### src/rap_cfg.svh
`ifndef RAP_CFG_SVH
`define RAP_CFG_SVH

// width of a code address
`define RAP_ADDR_W 32

// return-pc cache table geometry
`define RAP_SETS 8
// pseudo-lru below is one bit per set, so this stays at 2
`define RAP_WAYS 2

// return address stack entries
`define RAP_RAS_DEPTH 8

`endif
### src/rap_pkg.sv
`include "rap_cfg.svh"

package rap_pkg;

    // fetch bundles are two instructions, 8 bytes
    localparam int OFFSET_W = 3;
    localparam int INDEX_W = $clog2(`RAP_SETS);
    localparam int TAG_W = `RAP_ADDR_W - OFFSET_W - INDEX_W;

    typedef logic [`RAP_ADDR_W-1:0] addr_t;
    typedef logic [INDEX_W-1:0] index_t;
    typedef logic [TAG_W-1:0] tag_t;
    typedef logic [$clog2(`RAP_WAYS)-1:0] way_t;

    typedef struct packed {
        logic valid;
        tag_t tag;
    } meta_t;

    // one ram word holds every way of a set
    typedef meta_t [`RAP_WAYS-1:0] set_meta_t;

    typedef struct packed {
        logic valid;
        addr_t pc;
    } fetch_req_t;

    typedef enum logic [1:0] {
        train_none = 2'd0,
        train_call = 2'd1,
        train_ret = 2'd2
    } train_op_e;

    typedef struct packed {
        train_op_e op;
        addr_t pc;
    } train_t;

    typedef struct packed {
        logic valid;
        addr_t target;
    } pred_t;

    function automatic index_t bundle_index(addr_t pc);
        return pc[OFFSET_W +: INDEX_W];
    endfunction

    function automatic tag_t bundle_tag(addr_t pc);
        return pc[`RAP_ADDR_W-1 -: TAG_W];
    endfunction

endpackage

### src/return_predictor.sv
`timescale 1ns/100ps

module return_predictor (
    input logic clk,
    input logic arst_n,
    input rap_pkg::fetch_req_t fetch,
    input rap_pkg::train_t train,
    output rap_pkg::pred_t pred,
    output logic ready
);

    logic is_call;
    logic is_ret;
    logic hit;
    logic empty;
    rap_pkg::addr_t link_addr;
    rap_pkg::addr_t top;

    // resolved branches from execute
    assign is_call = (train.op == rap_pkg::train_call);
    assign is_ret = (train.op == rap_pkg::train_ret);

    // return lands after the delay slot
    assign link_addr = train.pc + rap_pkg::addr_t'(8);

    rpct u_rpct (
        .clk       (clk),
        .arst_n    (arst_n),
        .lookup_pc (fetch.pc),
        .record    (is_ret),
        .record_pc (train.pc),
        .hit       (hit),
        .ready     (ready)
    );

    ras u_ras (
        .clk       (clk),
        .arst_n    (arst_n),
        .push      (is_call),
        .push_addr (link_addr),
        .pop       (is_ret),
        .top       (top),
        .empty     (empty)
    );

    // same-cycle prediction from the asynchronous reads
    always_comb begin
        pred.valid = fetch.valid && hit && !empty && ready;
        pred.target = top;
    end

endmodule

### src/ras.sv
`timescale 1ns/100ps

`include "rap_cfg.svh"

module ras (
    input logic clk,
    input logic arst_n,
    input logic push,
    input rap_pkg::addr_t push_addr,
    input logic pop,
    output rap_pkg::addr_t top,
    output logic empty
);

    localparam int PTR_W = $clog2(`RAP_RAS_DEPTH);
    localparam int CNT_W = $clog2(`RAP_RAS_DEPTH + 1);

    rap_pkg::addr_t stack [`RAP_RAS_DEPTH];

    // ptr names the entry on top, count saturates at depth
    logic [PTR_W-1:0] ptr;
    logic [PTR_W-1:0] ptr_inc;
    logic [PTR_W-1:0] ptr_dec;
    logic [CNT_W-1:0] count;
    logic full;

    assign ptr_inc = (ptr == PTR_W'(`RAP_RAS_DEPTH - 1)) ? '0 : ptr + 1'b1;
    assign ptr_dec = (ptr == '0) ? PTR_W'(`RAP_RAS_DEPTH - 1) : ptr - 1'b1;

    assign full = (count == CNT_W'(`RAP_RAS_DEPTH));
    assign empty = (count == '0);

    // pointer and occupancy
    always_ff @(posedge clk or negedge arst_n) begin
        if (!arst_n) begin
            ptr <= '0;
            count <= '0;
        end else if (push) begin
            ptr <= ptr_inc;
            if (!full) begin
                count <= count + 1'b1;
            end
        end else if (pop && !empty) begin
            ptr <= ptr_dec;
            count <= count - 1'b1;
        end
    end

    // when full the slot after top is the oldest entry
    always_ff @(posedge clk) begin
        if (push) begin
            stack[ptr_inc] <= push_addr;
        end
    end

    assign top = stack[ptr];

    // one training event per cycle from execute
    a_push_pop_excl: assert property (
        @(posedge clk) disable iff (!arst_n)
        !(push && pop)
    ) else $error("ras: push and pop in the same cycle");

endmodule

### src/rpct.sv
`timescale 1ns/100ps

`include "rap_cfg.svh"

module rpct (
    input logic clk,
    input logic arst_n,
    input rap_pkg::addr_t lookup_pc,
    input logic record,
    input rap_pkg::addr_t record_pc,
    output logic hit,
    output logic ready
);

    typedef enum logic {
        st_clear,
        st_run
    } init_state_e;

    init_state_e state;
    rap_pkg::index_t clr_idx;

    rap_pkg::index_t look_idx;
    rap_pkg::tag_t look_tag;
    rap_pkg::index_t rec_idx;
    rap_pkg::tag_t rec_tag;

    rap_pkg::set_meta_t rd_a;
    rap_pkg::set_meta_t rd_b;
    rap_pkg::set_meta_t merged;

    logic ram_we;
    rap_pkg::index_t ram_waddr;
    rap_pkg::set_meta_t ram_wdata;

    logic raw_hit;
    rap_pkg::way_t hit_way;
    logic dup;
    logic do_write;
    rap_pkg::way_t victim;

    // one bit per set, names the way to replace next
    logic [`RAP_SETS-1:0] plru;

    assign look_idx = rap_pkg::bundle_index(lookup_pc);
    assign look_tag = rap_pkg::bundle_tag(lookup_pc);
    assign rec_idx = rap_pkg::bundle_index(record_pc);
    assign rec_tag = rap_pkg::bundle_tag(record_pc);

    // post-reset sweep, one set per cycle
    always_ff @(posedge clk or negedge arst_n) begin
        if (!arst_n) begin
            state <= st_clear;
            clr_idx <= '0;
        end else begin
            case (state)
                st_clear: begin
                    clr_idx <= clr_idx + 1'b1;
                    if (clr_idx == rap_pkg::index_t'(`RAP_SETS - 1)) begin
                        state <= st_run;
                    end
                end
                default: begin
                    state <= st_run;
                end
            endcase
        end
    end

    assign ready = (state == st_run);

    // lookup side, compare every way of the fetched set
    always_comb begin
        raw_hit = 1'b0;
        hit_way = '0;
        for (int w = 0; w < `RAP_WAYS; w++) begin
            if (rd_a[w].valid && rd_a[w].tag == look_tag) begin
                raw_hit = 1'b1;
                hit_way = rap_pkg::way_t'(w);
            end
        end
    end

    // ram contents are garbage until the sweep is done
    assign hit = raw_hit && ready;

    // training side, skip bundles already recorded
    always_comb begin
        dup = 1'b0;
        for (int w = 0; w < `RAP_WAYS; w++) begin
            if (rd_b[w].valid && rd_b[w].tag == rec_tag) begin
                dup = 1'b1;
            end
        end
    end

    assign victim = plru[rec_idx];
    assign do_write = ready && record && !dup;

    always_comb begin
        merged = rd_b;
        merged[victim].valid = 1'b1;
        merged[victim].tag = rec_tag;
    end

    assign ram_we = !ready || do_write;
    assign ram_waddr = ready ? rec_idx : clr_idx;
    assign ram_wdata = ready ? merged : '0;

    // lookups are unqualified, so any hit on lookup_pc steers the lru
    // a write to the same set wins since it is assigned last
    always_ff @(posedge clk or negedge arst_n) begin
        if (!arst_n) begin
            plru <= '0;
        end else begin
            if (hit) begin
                plru[look_idx] <= ~hit_way;
            end
            if (do_write) begin
                plru[rec_idx] <= ~victim;
            end
        end
    end

    meta_ram u_meta_ram (
        .clk     (clk),
        .we      (ram_we),
        .waddr   (ram_waddr),
        .wdata   (ram_wdata),
        .raddr_a (look_idx),
        .raddr_b (rec_idx),
        .rdata_a (rd_a),
        .rdata_b (rd_b)
    );

    // duplicate filter must keep tags unique within a set
    a_no_dup_tag: assert property (
        @(posedge clk) disable iff (!arst_n)
        ready |-> !(rd_a[0].valid && rd_a[1].valid && rd_a[0].tag == rd_a[1].tag)
    ) else $error("rpct: set %0d holds the same tag twice", look_idx);

endmodule

### src/meta_ram.sv
`timescale 1ns/100ps

`include "rap_cfg.svh"

module meta_ram (
    input logic clk,
    input logic we,
    input rap_pkg::index_t waddr,
    input rap_pkg::set_meta_t wdata,
    input rap_pkg::index_t raddr_a,
    input rap_pkg::index_t raddr_b,
    output rap_pkg::set_meta_t rdata_a,
    output rap_pkg::set_meta_t rdata_b
);

    // distributed ram, contents undefined until written
    rap_pkg::set_meta_t mem [`RAP_SETS];

    always_ff @(posedge clk) begin
        if (we) begin
            mem[waddr] <= wdata;
        end
    end

    // both read ports are asynchronous
    assign rdata_a = mem[raddr_a];
    assign rdata_b = mem[raddr_b];

    // an unknown write address would corrupt an arbitrary set
    a_waddr_known: assert property (
        @(posedge clk) we |-> !$isunknown(waddr)
    ) else $error("meta_ram: write with unknown address");

endmodule

### config.mk
export PLATFORM = sky130hd
export DESIGN_NAME = return_predictor
export DESIGN_NICKNAME = d
export VERILOG_FILES = /design/src/rap_pkg.sv /design/src/return_predictor.sv /design/src/ras.sv /design/src/rpct.sv /design/src/meta_ram.sv
export VERILOG_INCLUDE_DIRS = /design/src /design/src/src
export SDC_FILE = /design/constraint.sdc
export NUM_CORES = 1
export LEC_CHECK = 0
export BUFFER_PORTS_ARGS = -buffer_cell sky130_fd_sc_hd__buf_2
export CAP_MARGIN = 40
export CORE_MARGIN = 3
export CORE_UTILIZATION = 35
export DETAILED_ROUTE_END_ITERATION = 10
export PLACE_DENSITY = 0.5
export SETUP_SLACK_MARGIN = 0.2
export SYNTH_ARGS = -nofsm -noshare
export SYNTH_HDL_FRONTEND = slang
export SYNTH_SLANG_ARGS = --single-unit
### constraint.sdc
create_clock -name clk -period 10.4 [get_ports clk]
set_input_delay 1.04 -clock clk [delete_from_list [all_inputs] [get_ports clk]]
set_output_delay 1.04 -clock clk [all_outputs]
set_load 0.02 [all_outputs]
# == Word level (Yosys, flattened, before mapping) ==
# Memory sizes are Yosys's and may differ from the RTL's.
# Index checks and enable logic that the tools add are counted.
# op_classes
addsub,6
order_cmp,6
n_eq_ne,10
mux,36
bitwise_logic,2
n_reduce_logical,22
# ops
operator,count
$bwmux W54,2
$eq A26 B26 Y1,4
$demux W27 S1,2
$mux W54,1
$add A32 B4 Y32 const B,1
$mux W27,1
$mux W26,1
$bwmux W8,2
$mux W8,2
$mux W3,5
$logic_and A1 B1 Y1,14
$mux W1,14
$mux W4,3
$lt A3 B4 Y1 const B,2
$add A3 B1 Y3 const B,2
$demux W1 S3,2
$eq A3 B3 Y1 const B,2
$ge A3 B1 Y1 const B,2
$add A4 B1 Y4 const B,1
$eq A4 B4 Y1 const B,1
$logic_not A4 Y1,1
$sub A4 B1 Y4 const B,1
$bmux W1 S3,1
$logic_not A1 Y1,3
11 further kinds,12
# word_totals
register_bits,19
ramBits,688
input_bits,69
out_inout_bits,34
word_cells,89
mem_count,2
# mem_list
name,depth,word_bits,read_ports,rd_clocked_by_memory_dff,wr,line,text
u_rpct.u_meta_ram.mem,8,54,2,0,1,meta_ram.sv:17,rap_pkg::set_meta_t mem [`RAP_SETS];
u_ras.stack,8,32,1,0,1,ras.sv:18,rap_pkg::addr_t stack [`RAP_RAS_DEPTH];

# == Depth between registers and ports, before layout ==
# An unclocked memory read counts as a cell.
# depth
depth_word,10
ltp_mapped,14
ltp_nobuf,9

# == Hierarchy ==
# From an unflattened synthesis, not the netlist that was laid out.
# unflattened
hier_cells,1749
area_unflattened_um2,33327.0
# modules_own_cells
mod,n_inst,cells_per_inst,area_per_inst_um2,seq_area_each_um2
meta_ram,1,829,19459.9,12972.4
ras,1,434,10403.7,7862.5
rpct,1,404,2841.5,300.3
return_predictor,1,82,621.8,0.0

# == Least setup slack after synthesis ==
# No wires, ideal clock.
# synth_timing
path_type,input to register
start,input port train[5] (netlist name)
end,memory u_rpct.u_meta_ram.mem[1][0] (netlist name) (enable)
setup_ns,0.549
arrival_time_ns,5.342
required_time_ns,9.851
path_slack_ns,4.508
path_stages,12
n_path_buf,4
path_cell_list,buf_6 buf_6 inv_1 buf_1 nor2_1 a221oi_1 xor2_1 nor3_1 nand4_1 o221ai_2 buf_6 o32ai_1
# synth_via
elab_chain_len,10
word_cells_on_any_way,13
classes_between,eq/ne: 2; mux: 5; reduce/logical: 5; memory: 1
# synth_lines
element,line,text
start: declaration,return_predictor.sv:7,"input rap_pkg::train_t train,"
$mem_v2 Z8 W54,-,
$eq A26 B26 Y1,rpct.sv:91,if (rd_b[w].valid && rd_b[w].tag == rec_tag) begin
$logic_and A1 B1 Y1,rpct.sv:91,
$mux W1 (2 in a row),rpct.sv:91,
$logic_not A1 Y1,rpct.sv:98,assign do_write = ready && record && !dup;
$logic_and A1 B1 Y1,rpct.sv:98,
$logic_or A1 B1 Y1,rpct.sv:106,assign ram_we = !ready || do_write;
$mux W1,meta_ram.sv:20,if (we) begin
$mux W1 (not written as such),meta_ram.sv:21,mem[waddr] <= wdata;
end: declaration,meta_ram.sv:17,
# Parallel ways exist; a longest one is shown, timed or not.

==> impl_metrics.tcl <==
set metrics [dict create \
    critPathMaxFanout 27 \
    post_cts_buffers 0 \
    synth_area_mm2 0.03340 \
    startpoint_type "input pin" \
    synthMuxAreaShare 0.1860 \
    grt_pass1_wl_um 150700 \
    die_h_um 314.9 \
    post-synth-top-count-cell "edfxtp_1" \
    finalMaxSlewViolations 0 \
    synth_edf_count 688 \
    final_cells 3468 \
    cts_made_buffers 79 \
    worstSkewPairLatency_ns 0.64 \
    gp_congestion 0.8653 \
    finalSetupViolCount 0 \
    skew_ns 0.02443 \
    synth_top_family_by_area "multiplexers" \
    maxCapViolCount 0 \
    top_layer_used "met5" \
    drtIter0Drc 1869 \
    path_class "input pin to primary output" \
    worst_pin_slew_ns 0.9882 \
    dr_wl_met3_um 6965 \
    p_leak_nw 12.52 \
    n_fill_cell 8668 \
    reg2regPathDepth 7 \
    via_count 20175 \
    wl_met1_um 45060 \
    drt-pass1-iter-count 5 \
    place_inst 3323 \
    synthCells 2064 \
    yosys-top-cells-count "edfxtp_1, mux2i_1, mux4_2" \
    synth_fa_ha_area_frac 0.003971 \
    overflow 0 \
    met2_length_um 50400 \
    hold_viol_final 0 \
    die_w_um 314.9 \
    wl_um 106300 \
    synth_nets 2143 \
    port_buffers 99 \
    initial_core_util 0.3552 \
    synth_warnings 0 \
    crit_required_ns 9.36 \
    min_path_type "input pin to asynchronous set/reset pin" \
    synth-xor-area-share 0.02990 \
    ys.flop_type "edfxtp_1" \
    core_area_mm2 0.09403 \
    cts_buffer_depth 3 \
    hpwl_um 66500 \
    cts_root_buf "clkbuf_16" \
    rsz0062_at_grt "false" \
    fmax_mhz 157.1 \
    synth_cell_types 79 \
    clk_pin_slew_ns 0.06 \
    syn_to_final_growth_pct 13.24 \
    grt_max_degree 111 \
    post-place-ws_ns 3.773 \
    p_per_area_mw_per_mm2 207.0 \
    grt_antenna_before_repair 4 \
    fin_nets 2229 \
    irDropWorstVdd_uv 119.2 \
    cts_resized 0 \
    ys_seq_elements 707 \
    avgSynthCellArea_um2 16.18 \
    grt_pass1_vias 20667 \
    drive_above_1_share 0.2528 \
    track_usage 0.2124 \
    remaining_drc_errors 0 \
    cts_tree "built" \
    die_area_mm2 0.09917 \
    drtAntennaViolNets 0 \
    status "finished clean" \
    synthTopCellsByArea "edfxtp_1, mux4_2, mux2i_1" \
    placementRows 112 \
    synth-async-reset-ratio 0.02687 \
    arrival_ns 5.33 \
    synth_compound_area_frac 0.07110 \
    num_io_pins 103 \
    fin_ws_ns 4.033 \
    cts_max_level 3 \
    yosysSeqAreaShare 0.6328 \
    post_drt_wl_per_cell_um 30.64 \
    yosys.area.top_type "edfxtp_1" \
    relSlewSlack 0.3372 \
    ctsHoldBuffers 0 \
    post-route-period-util 0.6122 \
    tns_ns 0 \
    synth_simple_gate_area_share 0.04979 \
    clock-sinks 707 \
    min_period_ns 6.367 \
    drt-vias-per-instance 5.817 \
    cp-end-kind "primary output" \
    synth_top_area_frac 0.6186 \
]
-- registers in the layout, summed over array words and instances (netlist names) --
| name | flops |
|---|---|
| u_rpct.ready | 1 |
| u_ras.ptr | 3 |
| u_rpct.plru | 8 |
| u_ras.stack | 256 |
| u_rpct.clr_idx | 3 |
| u_rpct.u_meta_ram.mem | 432 |
| u_ras.count | 4 |
-- layout make-up --
cell class              count  area (µm²)  area share
repair buffers            161        1085     0.02868
multi-input cells        1187       11600      0.3067
clock buffers              98        2069     0.05472
flip-flops and latches    707       21140      0.5590
inverters                  14       52.55    0.001389
clock inverters            44       294.0    0.007775
diodes                      3       7.507   0.0001985
well taps                1254        1569     0.04149
-- metrics by stage --
step / total power, mW / cell area [µm²] / hold slack (ns) / util
2_1_floorplan: 4.704 / 33400 / 0.4508 / -
3_3_place_gp: 5.266 / 35270 / 0.4721 / 0.3751
3_5_place_dp: 5.308 / 35450 / 0.4823 / 0.3770
6_report: 7.828 / 37820 / 0.3851 / 0.4022
4_1_cts: 7.928 / 37810 / 0.3602 / 0.4021
5_1_grt: 8.151 / 37820 / 0.3971 / 0.4022
-- cell families after synthesis --
| family | count (synthesis) |
|---|---|
| fa+ha+maj | 10 |
| buf+inv | 170 |
| flops | 707 |
| xor+xnor | 114 |
| simple gates | 335 |
| mux | 417 |
| compound gates | 311 |
-- per-layer routing --
layer / track usage / up-vias
li1: - / 8555
met1: 0.2864 / 10641
met2: 0.3442 / 794
met3: 0.03924 / 183
met4: 0.07643 / 2
met5: 0 / -
-- final timing paths --
kind	startpoint	endpoint	slack, ns
max	fetch[3]	pred[32]	4.03
min	arst_n	u_rpct.plru[1]$_DFF_PN0_	0.39
max reg2reg	u_rpct.ready$_DFF_PN0_	u_rpct.u_meta_ram.mem[0][2]$_DFFE_PP_	5.79
min reg2reg	u_ras.count[3]$_DFFE_PN0P_	u_ras.count[3]$_DFFE_PN0P_	0.49
max in group asynchronous	arst_n	u_ras.ptr[0]$_DFFE_PN0P_	9.60
min in group clk	u_ras.count[3]$_DFFE_PN0P_	u_ras.count[3]$_DFFE_PN0P_	0.49
-- cell usage in the layout, fill, tap and decap left out, types with 48 or more instances in the layout --
master,instances
buf_2,95
nor2_1,95
mux2_2,78
a21oi_1,48
mux2i_1,176
nand2_1,80
mux4_2,152
a22oi_1,61
clkbuf_16,80
xnor2_1,73
edfxtp_1,688
buf_4,55
-- where the power goes --
group | switching (mW) | total (mW) | internal, mW
Clock | 1.13 | 2.61 | 1.48
Combinational | 1.02 | 1.69 | 0.676
Sequential | 0.109 | 3.52 | 3.42
Total | 2.25 | 7.83 | 5.57
-- critical path: stages --
cell and delay, ns:
buf_4 0.37, buf_4 0.53, buf_4 0.44, mux4_2 0.56, xnor2_1 0.16, a21oi_1 0.09, a21oi_1 0.34, nand4_1 0.27
nor4_4 0.70, a41o_1 0.37, and4_1 0.24, buf_2 0.16
Power figures use the tool's default switching activity.
